### src/logic/cpu_consts.svh
`ifndef CPU_CONSTS_SVH
`define CPU_CONSTS_SVH

// ------------------------------
// Datapath widths
// ------------------------------
`define CPU_DATA_WIDTH   16
`define CPU_ADDR_WIDTH   8      // Instruction space, 256 words
`define CPU_REG_COUNT    8
`define CPU_WB_ADR_WIDTH 10     // Wishbone word address, PC zero-extended

// Word at this address holds the start address in its low byte
`define CPU_RESET_VECTOR 8'h00

// ------------------------------
// Opcodes, IR bits 15:12
// ------------------------------
// ALU ops reuse the opcode value
`define OP_NOP 4'd0
`define OP_ADD 4'd1
`define OP_SUB 4'd2    // CMP when ignore_dest is set
`define OP_SHL 4'd3
`define OP_SHR 4'd4
`define OP_BNE 4'd5    // Signed 8 bit offset from incremented PC
`define OP_JMP 4'd6
`define OP_LDI 4'd7    // Dest in bits 10:8
`define OP_OTR 4'd8
`define OP_HLT 4'd9

`endif

### src/logic/cpu_pkg.sv
`include "cpu_consts.svh"

package cpu_pkg;

    typedef logic [`CPU_DATA_WIDTH-1:0]        word_t;
    typedef logic [`CPU_ADDR_WIDTH-1:0]        addr_t;
    typedef logic [$clog2(`CPU_REG_COUNT)-1:0] reg_idx_t;
    typedef logic [3:0]                        opcode_t;
    typedef logic [`CPU_WB_ADR_WIDTH-1:0]      wb_adr_t;

    // Instruction word layout
    typedef struct packed {
        opcode_t  opcode;       // 15:12
        logic     spare_hi;     // 11
        logic     ignore_dest;  // 10, flags only
        logic     spare_lo;     // 9
        reg_idx_t dest;         // 8:6
        reg_idx_t src2;         // 5:3
        reg_idx_t src1;         // 2:0
    } instr_t;

    // Z sits at bit 0
    typedef struct packed {
        logic v;    // Signed overflow
        logic n;    // Sign of result
        logic c;    // Carry, borrow or last bit shifted out
        logic z;    // Result zero
    } alu_flags_t;

    typedef enum logic [1:0] {
        PC_SRC_VECTOR,
        PC_SRC_IMM_LOW,
        PC_SRC_BRANCH,
        PC_SRC_REG_SRC1
    } pc_src_e;

    typedef enum logic {
        DATA_SRC_IMM,
        DATA_SRC_ALU
    } data_src_e;

    typedef enum logic [3:0] {
        S_RESET,
        S_FETCH,
        S_DECODE,
        S_EXECUTE,
        S_BASIC_EXECUTE,
        S_READY,
        S_HALT
    } seq_state_e;

    typedef enum logic [1:0] {
        V_VECTOR1,      // Load vector into PC
        V_VECTOR2,      // Fetch vector word
        V_VECTOR3       // Start address into PC
    } vector_state_e;

    // Datapath strobes, all active high
    typedef struct packed {
        logic      pc_ld;
        logic      pc_inc;
        pc_src_e   pc_src;
        logic      fetch_req;
        logic      reg_we;
        data_src_e data_src;
        logic      alu_ld;
        logic      flg_ld;
        logic      flg_rst;
        opcode_t   alu_op;
        logic      out_ld;
    } ctrl_t;

    // Master side Wishbone request
    typedef struct packed {
        logic    cyc;
        logic    stb;
        wb_adr_t adr;
    } wb_bus_t;

endpackage

### src/logic/alu.sv
`timescale 1ns/10ps
`include "cpu_consts.svh"

module alu (
    input  logic                clk_i,
    input  logic                resetComplete,
    input  cpu_pkg::ctrl_t      ctrl_i,
    input  cpu_pkg::word_t      a_i,
    input  cpu_pkg::word_t      b_i,
    output cpu_pkg::word_t      result_o,
    output cpu_pkg::alu_flags_t flags_o
);
    import cpu_pkg::*;

    localparam int W       = `CPU_DATA_WIDTH;
    localparam int SHAMT_W = $clog2(W);     // Low 4 bits of b

    logic [SHAMT_W-1:0] shamt;
    logic [W:0]         wide;               // Result plus carry bit
    word_t              res;
    logic               carry;
    logic               ovf;
    alu_flags_t         flags_next;

    assign shamt = b_i[SHAMT_W-1:0];

    // ------------------------------
    // Operations
    // ------------------------------
    always_comb begin
        wide  = '0;
        res   = '0;
        carry = 1'b0;
        ovf   = 1'b0;
        case (ctrl_i.alu_op)
            `OP_ADD: begin
                wide  = {1'b0, a_i} + {1'b0, b_i};
                res   = wide[W-1:0];
                carry = wide[W];
                ovf   = (a_i[W-1] == b_i[W-1]) && (wide[W-1] != a_i[W-1]);
            end
            `OP_SUB: begin
                wide  = {1'b0, a_i} - {1'b0, b_i};
                res   = wide[W-1:0];
                carry = wide[W];                // Borrow
                ovf   = (a_i[W-1] != b_i[W-1]) && (wide[W-1] != a_i[W-1]);
            end
            `OP_SHL: begin
                wide  = {1'b0, a_i} << shamt;
                res   = wide[W-1:0];
                carry = wide[W];                // Last bit out the top
            end
            `OP_SHR: begin
                wide  = {a_i, 1'b0} >> shamt;
                res   = wide[W:1];
                carry = wide[0];                // Last bit out the bottom
            end
            default: begin
                res = '0;
            end
        endcase
    end

    assign flags_next.z = (res == '0);
    assign flags_next.n = res[W-1];
    assign flags_next.c = carry;
    assign flags_next.v = ovf;

    // ------------------------------
    // Result and flag registers
    // ------------------------------
    always_ff @(posedge clk_i) begin
        if (resetComplete || ctrl_i.flg_rst) begin
            flags_o <= '0;                      // Clear after a taken BNE
        end else if (ctrl_i.flg_ld) begin
            flags_o <= flags_next;
        end
    end

    always_ff @(posedge clk_i) begin
        if (ctrl_i.alu_ld) begin
            result_o <= res;
        end
    end

endmodule

### src/logic/cpu_top.sv
`timescale 1ns/10ps

module cpu_top (
    input  logic             clk_i,
    input  logic             resetComplete,
    output cpu_pkg::wb_bus_t wb_o,          // Instruction fetch master
    input  cpu_pkg::word_t   wb_dat_i,
    input  logic             wb_ack_i,
    output cpu_pkg::word_t   out_o,
    output logic             out_stb_o,
    output logic             ready_o,
    output logic             halted_o
);
    import cpu_pkg::*;

    ctrl_t      ctrl;           // Strobes from the sequencer
    instr_t     ir;
    logic       fetch_done;
    alu_flags_t flags;
    addr_t      pc;
    word_t      src1;
    word_t      src2;
    word_t      alu_result;

    // ------------------------------
    // Control
    // ------------------------------
    seq_control i_seq_control (
        .clk_i         (clk_i),
        .resetComplete (resetComplete),
        .ir_i          (ir),
        .fetch_done_i  (fetch_done),
        .flags_i       (flags),
        .ctrl_o        (ctrl),
        .ready_o       (ready_o),
        .halted_o      (halted_o)
    );

    fetch_unit i_fetch_unit (
        .clk_i         (clk_i),
        .resetComplete (resetComplete),
        .ctrl_i        (ctrl),
        .pc_i          (pc),
        .wb_o          (wb_o),
        .wb_dat_i      (wb_dat_i),
        .wb_ack_i      (wb_ack_i),
        .ir_o          (ir),
        .fetch_done_o  (fetch_done)
    );

    // ------------------------------
    // Datapath
    // ------------------------------
    program_counter i_program_counter (
        .clk_i         (clk_i),
        .resetComplete (resetComplete),
        .ctrl_i        (ctrl),
        .ir_i          (ir),
        .reg_src1_i    (src1),          // JMP target
        .pc_o          (pc)
    );

    register_bank i_register_bank (
        .clk_i         (clk_i),
        .resetComplete (resetComplete),
        .ctrl_i        (ctrl),
        .ir_i          (ir),
        .alu_result_i  (alu_result),
        .src1_o        (src1),
        .src2_o        (src2),
        .out_o         (out_o),
        .out_stb_o     (out_stb_o)
    );

    alu i_alu (
        .clk_i         (clk_i),
        .resetComplete (resetComplete),
        .ctrl_i        (ctrl),
        .a_i           (src1),
        .b_i           (src2),
        .result_o      (alu_result),
        .flags_o       (flags)
    );

endmodule

### src/logic/fetch_unit.sv
`timescale 1ns/10ps

module fetch_unit (
    input  logic             clk_i,
    input  logic             resetComplete,
    input  cpu_pkg::ctrl_t   ctrl_i,
    input  cpu_pkg::addr_t   pc_i,
    output cpu_pkg::wb_bus_t wb_o,
    input  cpu_pkg::word_t   wb_dat_i,
    input  logic             wb_ack_i,
    output cpu_pkg::instr_t  ir_o,
    output logic             fetch_done_o
);
    import cpu_pkg::*;

    // Ack only counts inside an open cycle
    assign fetch_done_o = wb_o.cyc && wb_ack_i;

    // ------------------------------
    // Wishbone classic read master
    // ------------------------------
    always_ff @(posedge clk_i) begin
        if (resetComplete) begin
            wb_o.cyc <= 1'b0;
            wb_o.stb <= 1'b0;
        end else if (wb_o.cyc) begin
            if (wb_ack_i) begin
                wb_o.cyc <= 1'b0;           // Drop right after the ack edge
                wb_o.stb <= 1'b0;
            end
        end else if (ctrl_i.fetch_req) begin
            wb_o.cyc <= 1'b1;               // cyc, stb and adr together
            wb_o.stb <= 1'b1;
            wb_o.adr <= wb_adr_t'(pc_i);    // Held until ack
        end
    end

    // Instruction register
    always_ff @(posedge clk_i) begin
        if (fetch_done_o) begin
            ir_o <= instr_t'(wb_dat_i);
        end
    end

endmodule

### src/logic/program_counter.sv
`timescale 1ns/10ps
`include "cpu_consts.svh"

module program_counter (
    input  logic            clk_i,
    input  logic            resetComplete,
    input  cpu_pkg::ctrl_t  ctrl_i,
    input  cpu_pkg::instr_t ir_i,
    input  cpu_pkg::word_t  reg_src1_i,
    output cpu_pkg::addr_t  pc_o
);
    import cpu_pkg::*;

    addr_t branch_target;
    addr_t pc_next;

    // PC already points past the BNE, so backward offsets are one larger
    assign branch_target = pc_o + addr_t'(signed'(ir_i[7:0]));

    // ------------------------------
    // Load source mux
    // ------------------------------
    always_comb begin
        case (ctrl_i.pc_src)
            PC_SRC_VECTOR:   pc_next = `CPU_RESET_VECTOR;
            PC_SRC_IMM_LOW:  pc_next = addr_t'(ir_i[7:0]);     // Start address
            PC_SRC_BRANCH:   pc_next = branch_target;
            PC_SRC_REG_SRC1: pc_next = addr_t'(reg_src1_i);    // JMP, low byte
            default:         pc_next = pc_o;
        endcase
    end

    // Load wins over increment
    always_ff @(posedge clk_i) begin
        if (resetComplete) begin
            pc_o <= `CPU_RESET_VECTOR;
        end else if (ctrl_i.pc_ld) begin
            pc_o <= pc_next;
        end else if (ctrl_i.pc_inc) begin
            pc_o <= pc_o + 1'b1;
        end
    end

endmodule

### src/logic/register_bank.sv
`timescale 1ns/10ps

module register_bank (
    input  logic            clk_i,
    input  logic            resetComplete,
    input  cpu_pkg::ctrl_t  ctrl_i,
    input  cpu_pkg::instr_t ir_i,
    input  cpu_pkg::word_t  alu_result_i,
    output cpu_pkg::word_t  src1_o,
    output cpu_pkg::word_t  src2_o,
    output cpu_pkg::word_t  out_o,
    output logic            out_stb_o
);
    import cpu_pkg::*;

    localparam int REG_COUNT = 2 ** $bits(reg_idx_t);

    word_t    regs [REG_COUNT];
    reg_idx_t wr_idx;
    word_t    wr_data;

    // ------------------------------
    // Write port
    // ------------------------------
    always_comb begin
        if (ctrl_i.data_src == DATA_SRC_IMM) begin
            wr_idx  = reg_idx_t'(ir_i[10:8]);   // LDI dest sits higher up
            wr_data = word_t'(ir_i[7:0]);       // Zero-extended
        end else begin
            wr_idx  = ir_i.dest;
            wr_data = alu_result_i;
        end
    end

    always_ff @(posedge clk_i) begin
        if (resetComplete) begin
            for (int i = 0; i < REG_COUNT; i++) begin
                regs[i] <= '0;
            end
        end else if (ctrl_i.reg_we) begin
            regs[wr_idx] <= wr_data;
        end
    end

    // Two async read ports
    assign src1_o = regs[ir_i.src1];
    assign src2_o = regs[ir_i.src2];

    // ------------------------------
    // Output port
    // ------------------------------
    always_ff @(posedge clk_i) begin
        if (resetComplete) begin
            out_stb_o <= 1'b0;
        end else begin
            out_stb_o <= ctrl_i.out_ld;         // One cycle, alongside new value
        end
    end

    always_ff @(posedge clk_i) begin
        if (ctrl_i.out_ld) begin
            out_o <= src1_o;
        end
    end

endmodule

### src/logic/seq_control.sv
`timescale 1ns/10ps
`include "cpu_consts.svh"

module seq_control (
    input  logic                clk_i,
    input  logic                resetComplete,
    input  cpu_pkg::instr_t     ir_i,
    input  logic                fetch_done_i,   // IR loads at end of this cycle
    input  cpu_pkg::alu_flags_t flags_i,
    output cpu_pkg::ctrl_t      ctrl_o,
    output logic                ready_o,
    output logic                halted_o
);
    import cpu_pkg::*;

    seq_state_e    state;
    seq_state_e    next_state;
    vector_state_e vector_state;
    vector_state_e next_vector_state;
    logic          alu_instr;       // Opcode runs through the ALU

    // ------------------------------
    // State registers
    // ------------------------------
    always_ff @(posedge clk_i) begin
        if (resetComplete) begin
            state        <= S_RESET;
            vector_state <= V_VECTOR1;
        end else begin
            state        <= next_state;
            vector_state <= next_vector_state;
        end
    end

    // ------------------------------
    // Strobes and next state
    // ------------------------------
    always_comb begin
        // Everything idle unless a state asks
        ctrl_o            = '0;
        ctrl_o.pc_src     = PC_SRC_VECTOR;
        ctrl_o.data_src   = DATA_SRC_IMM;
        ctrl_o.alu_op     = `OP_NOP;
        next_state        = state;
        next_vector_state = vector_state;
        alu_instr         = 1'b0;

        case (state)
            S_RESET: begin
                case (vector_state)
                    V_VECTOR1: begin
                        ctrl_o.pc_ld      = 1'b1;       // PC <= reset vector
                        ctrl_o.pc_src     = PC_SRC_VECTOR;
                        next_vector_state = V_VECTOR2;
                    end
                    V_VECTOR2: begin
                        ctrl_o.fetch_req = 1'b1;        // Vector word into IR
                        if (fetch_done_i) begin
                            next_vector_state = V_VECTOR3;
                        end
                    end
                    V_VECTOR3: begin
                        // Low byte of the vector word is the start address
                        ctrl_o.pc_ld      = 1'b1;
                        ctrl_o.pc_src     = PC_SRC_IMM_LOW;
                        next_vector_state = V_VECTOR1;
                        next_state        = S_READY;
                    end
                    default: begin
                        next_vector_state = V_VECTOR1;
                    end
                endcase
            end

            S_READY: begin
                next_state = S_FETCH;           // ready_o first high here
            end

            S_FETCH: begin
                ctrl_o.fetch_req = 1'b1;
                if (fetch_done_i) begin
                    ctrl_o.pc_inc = 1'b1;       // Step past this instruction
                    next_state    = S_DECODE;
                end
            end

            S_DECODE: begin
                next_state = S_FETCH;           // Most opcodes finish here
                case (ir_i.opcode)
                    `OP_ADD, `OP_SUB, `OP_SHL, `OP_SHR: begin
                        alu_instr = 1'b1;
                    end
                    `OP_BNE: begin
                        if (!flags_i.z) begin
                            ctrl_o.pc_ld   = 1'b1;
                            ctrl_o.pc_src  = PC_SRC_BRANCH;
                            ctrl_o.flg_rst = 1'b1;  // Flags spent on the test
                            next_state     = S_BASIC_EXECUTE;
                        end
                    end
                    `OP_JMP: begin
                        ctrl_o.pc_ld  = 1'b1;
                        ctrl_o.pc_src = PC_SRC_REG_SRC1;
                        next_state    = S_BASIC_EXECUTE;
                    end
                    `OP_LDI: begin
                        ctrl_o.reg_we   = 1'b1;     // Zero-extended low byte
                        ctrl_o.data_src = DATA_SRC_IMM;
                    end
                    `OP_OTR: begin
                        ctrl_o.out_ld = 1'b1;
                    end
                    `OP_HLT: begin
                        next_state = S_HALT;
                    end
                    default: begin
                        // NOP and unknown opcodes go straight to the next fetch
                    end
                endcase

                if (alu_instr) begin
                    ctrl_o.alu_op = ir_i.opcode;    // Opcode doubles as ALU op
                    ctrl_o.flg_ld = 1'b1;           // Flags always kept
                    if (!ir_i.ignore_dest) begin
                        ctrl_o.alu_ld = 1'b1;       // Result reg, written back next
                        next_state    = S_EXECUTE;
                    end
                end
            end

            S_EXECUTE: begin
                ctrl_o.reg_we   = 1'b1;
                ctrl_o.data_src = DATA_SRC_ALU;
                next_state      = S_FETCH;
            end

            S_BASIC_EXECUTE: begin
                next_state = S_FETCH;           // Lets the new PC settle
            end

            S_HALT: begin
                next_state = S_HALT;            // Only reset leaves
            end

            default: begin
                next_state = S_RESET;
            end
        endcase
    end

    assign ready_o  = (state != S_RESET) && (state != S_HALT);
    assign halted_o = (state == S_HALT);

endmodule

### config.mk
export PLATFORM = sky130hd
export DESIGN_NAME = cpu_top
export DESIGN_NICKNAME = d
export VERILOG_FILES = /design/src/logic/cpu_pkg.sv /design/src/logic/alu.sv /design/src/logic/cpu_top.sv /design/src/logic/fetch_unit.sv /design/src/logic/program_counter.sv /design/src/logic/register_bank.sv /design/src/logic/seq_control.sv
export VERILOG_INCLUDE_DIRS = /design/src /design/src/logic
export SDC_FILE = /design/constraint.sdc
export NUM_CORES = 1
export LEC_CHECK = 0
export BUFFER_PORTS_ARGS = -buffer_cell sky130_fd_sc_hd__buf_2
export CAP_MARGIN = 10
export CORE_MARGIN = 1.5
export CORE_UTILIZATION = 55
export DETAILED_ROUTE_END_ITERATION = 10
export GPL_TIMING_DRIVEN = 0
export PLACE_DENSITY = 0.71
export SKIP_LAST_GASP = 1
export SLEW_MARGIN = 10
export SYNTH_ARGS = -nofsm -noshare
export SYNTH_HDL_FRONTEND = slang
export SYNTH_SLANG_ARGS = --single-unit
export TNS_END_PERCENT = 100
### constraint.sdc
create_clock -name clk_i -period 5.2 [get_ports clk_i]
set_clock_uncertainty 0.1 [all_clocks]
set_input_delay 1.04 -clock clk_i [delete_from_list [all_inputs] [get_ports clk_i]]
set_output_delay 1.04 -clock clk_i [all_outputs]
set_load 0.005 [all_outputs]
==> results.py <==
metrics = {
    "timing": {
        "fin_crit_sh": 0.973,
        "setup_violations": 0,
        "slew_violations": 0,
        "hold_violations": 0,
        "max_freq_ghz": 0.198,
        "worstMarginPinSlew_ns": 1.19,
        "maxSlewHeadroom": 0.205,
        "post-route-min-period_ns": 5.06,
    },
    "logic_synthesis": {
        "synth_enable_flop_cells": 183,
        "synth_top_cell_area_share": 0.430,
        "ys_types": 77,
        "avgSynthCellArea_sq_um": 11.1,
        "async_flop_share": 0,
        "yosys-top-cells-area": "edfxtp_1, mux4_2, nor2_1, mux2i_1, dfxtp_1",
        "synth_top_area_cell": "edfxtp_1",
        "ys.warnings.count": 0,
        "netlist_instances": 1151,
        "synth-seq-cells": 206,
        "syn_area_sq_mm": 0.0128,
        "ys_seq_area_frac": 0.466,
        "synth_ff_type": "edfxtp_1",
    },
    "drt": {
        "first_pass_iters": 5,
        "wire_per_inst_microns": 27.1,
        "ant_nets": 0,
        "drc": 0,
        "drt_iter0_drc": 1516,
        "vias_per_cell": 6.76,
        "drt_wl_total_mm": 41.4,
        "num_vias": 10330,
    },
    "worst_setup_path": {
        "worst_ep_arrival_time_ns": 5.38,
        "critPathMaxStageDelay_ns": 0.49,
        "ff2ff_setup_slack_ns": 0.14,
        "critPathSlowestCell": "o41a_1",
        "path_max_fanout": 19,
        "worstSetupPathType": "reg2reg",
        "cp_data_required_time_ns": 5.52,
        "startpoint_type": "flip-flop",
        "worstPathCellList": "buf_6 -> buf_12 -> buf_12 -> mux4_2 -> mux2_4 -> buf_4 -> buf_6 -> nor2_2 -> a21oi_1 -> xnor2_1 -> ha_1 -> o21a_1 -> o31a_1 -> o41a_1 -> a2111oi_4 -> nor2_1 -> xnor2_1 -> o221ai_2 -> nor2_1 -> nand4_1 -> nor3_2",
        "worst-path-buf-inv": 5,
        "r2r_cells": 21,
        "crit_family": "compound AO/OA/AOI/OAI gates",
        "cp_num_cells": 21,
        "end_kind": "flip-flop",
    },
    "final_layout": {
        "final_cell_area_sq_mm": 0.0143,
        "post_route_cells_drive_above_1_share": 0.190,
        "antenna_cells": 0,
        "layout_common_cells": "nor2_1, edfxtp_1, nand2_1",
        "fin_cells": 1529,
        "syn_to_final_growth_pct": 12.0,
        "fin_nets": 1277,
        "final_common_cell": "nor2_1",
    },
    "die": {
        "die_width_microns": 155,
        "rows": 55,
        "core_sq_mm": 0.0227,
        "die_area_sq_mm": 0.0242,
        "io_pins": 50,
        "start_util": 0.563,
        "chipHeight_microns": 155,
    },
    "placed_design": {
        "gp_congestion": 0.971,
        "place_area_sq_mm": 0.0134,
        "dp.cells": 1482,
        "dp_hpwl_mm": 29.2,
        "portBuffers": 45,
    },
    "power": {
        "p_int_w": 0.00386,
        "p_leak_nw": 5.31,
        "switching_power_w": 0.00243,
        "seqPwrFrac": 0.321,
        "power_per_cell_area_mw_per_mm2": 440,
        "p_clk_frac": 0.250,
        "sw_frac_of_total": 0.386,
        "combPwrFrac": 0.429,
        "vdd_drop_max_v": 0.000259,
    },
    "min_path": {
        "min_path_type": "reg2reg",
        "whs_path_depth": 2,
    },
    "clock_tree": {
        "path_clk_slew_ns": 0.06,
        "cts.sinks": 206,
        "root_buffer": "clkbuf_16",
        "cts_buffer_depth": 3,
        "cts_hold_buf": 0,
        "clk_latency_ns": 0.52,
        "ctsHtreeMaxLevel": 1,
        "cts_tree": "yes",
        "cts-buffers-inserted": 23,
    },
    "global_routing": {
        "grt_use_total": 0.348,
        "grt_pass1_wl_mm": 61.4,
        "grt.overflow.total": 0,
        "antenna_found_initial": 0,
        "grt_max_degree": 25,
        "grt_pass1_vias": 9940,
    },
    "status": {
        "status": "finished, final reports clean",
    },
    "flow_run": {
        "maxCapViolCount": 0,
    },
}
-- cells in the mapped netlist (7+ instances only) --
cell type    n
a211oi_1    15
a21oi_1     61
a311oi_1     7
and3_1       9
buf_2       14
buf_6       11
clkbuf_1    28
dfxtp_1     23
edfxtp_1   183
ha_1        26
inv_1       22
mux2i_1     71
mux2i_2      7
mux4_2      51
nand2_1    102
nand2b_1    13
nand3_1     26
nand4_1      8
nor2_1     200
nor2b_1     15
nor3_1      23
o211ai_1    14
o21a_1       8
o21ai_0     32
o22ai_1      8
xnor2_1     23
xor2_1      14
-- logic make-up (layout without fill, tap and decap cells) --
| logic type | count (synthesis) | count (layout) | share of synthesized area |
|---|---|---|---|
| compound gates | 213 | 213 | 0.112 |
| xor+xnor | 38 | 38 | 0.0266 |
| fa+ha+maj | 28 | 28 | 0.0286 |
| buf+inv | 95 | 187 | 0.0398 |
| flops | 206 | 206 | 0.466 |
| mux | 147 | 147 | 0.181 |
| other cells | 1 | 2 | 0.000293 |
| simple gates | 423 | 423 | 0.145 |
-- state kept, by name (all words and copies together), names as in the netlist, named ones only --
| name | flops |
|---|---|
| i_alu.flags_o | 1 |
| i_alu.result_o | 16 |
| i_fetch_unit.ir_o | 15 |
| i_fetch_unit.wb_o | 10 |
| i_program_counter.pc_o | 8 |
| i_register_bank.out_o | 16 |
| i_register_bank.out_stb_o | 1 |
| i_register_bank.regs | 128 |
| i_seq_control.state | 3 |
| i_seq_control.vector_state | 2 |
-- power by group through the flow --
stage	sequential [W]	clock (W)	combinational (W)
2_1_floorplan	0.00201	0	0.00181
3_3_place_gp	0.00205	0	0.00251
3_5_place_dp	0.00205	0	0.00250
4_1_cts	0.00202	0.00157	0.00258
5_1_grt	0.00203	0.00163	0.00288
6_report	0.00202	0.00158	0.00270
-- final timing paths --
path | from | to
hold / removal | i_fetch_unit.wb_o[10] | i_fetch_unit.wb_o[10]
setup reg to reg | flip-flop | i_alu.flags_o[0]
hold reg to reg | i_fetch_unit.wb_o[10] | i_fetch_unit.wb_o[10]
setup / recovery | flip-flop | i_alu.flags_o[0]
-- per-stage QoR --
stage	setup TNS [ns]	setup slack (ns)	total power, W	hold slack [ns]	util
floorplan	0	0.238	0.00383	0.350	-
global placement	-1.59	-0.627	0.00456	0.346	0.589
detailed placement	-1.65	-0.612	0.00455	0.354	0.589
CTS	0	0.0139	0.00616	0.367	0.625
global route	-0.0137	-0.0137	0.00654	0.389	0.631
finish	0	0.139	0.00630	0.368	0.631
-- per-layer routing --
metal / global-route usage / share of wire / vias to the layer above / wire length [microns]
met1: 0.472 / 0.39 / 5069 / 16300
li1: - / - / 4479 / -
met5: 0 / 0 / - / 0
met3: 0.0677 / 0.097 / 165 / 4010
met2: 0.543 / 0.46 / 617 / 18900
met4: 0.164 / 0.052 / 0 / 2170
-- area by class of cell --
cell class / instances / area, sq um
tap: 285 / 357
clock inverter: 14 / 118
sequential: 206 / 5960
multi-input combinational: 851 / 6460
fill: 1796 / 8390
clock buffer: 25 / 583
buffer: 61 / 397
inverter: 28 / 120
timing repair inverter: 1 / 8.76
timing repair buffer: 58 / 327
-- tightest hold or removal path: stages (launching register included) --
cell      delay (ns)
dfxtp_1         0.31
inv_1           0.05
a211oi_1        0.06
-- timing repair --
action / 4_1_cts / 5_1_grt
gates cloned: 0 / 1
gates resized for setup: 21 / 21
pin swaps: 5 / 9
setup endpoints to repair: 5 / 2
setup buffers: 7 / 5
Power figures use the tool's default switching activity.
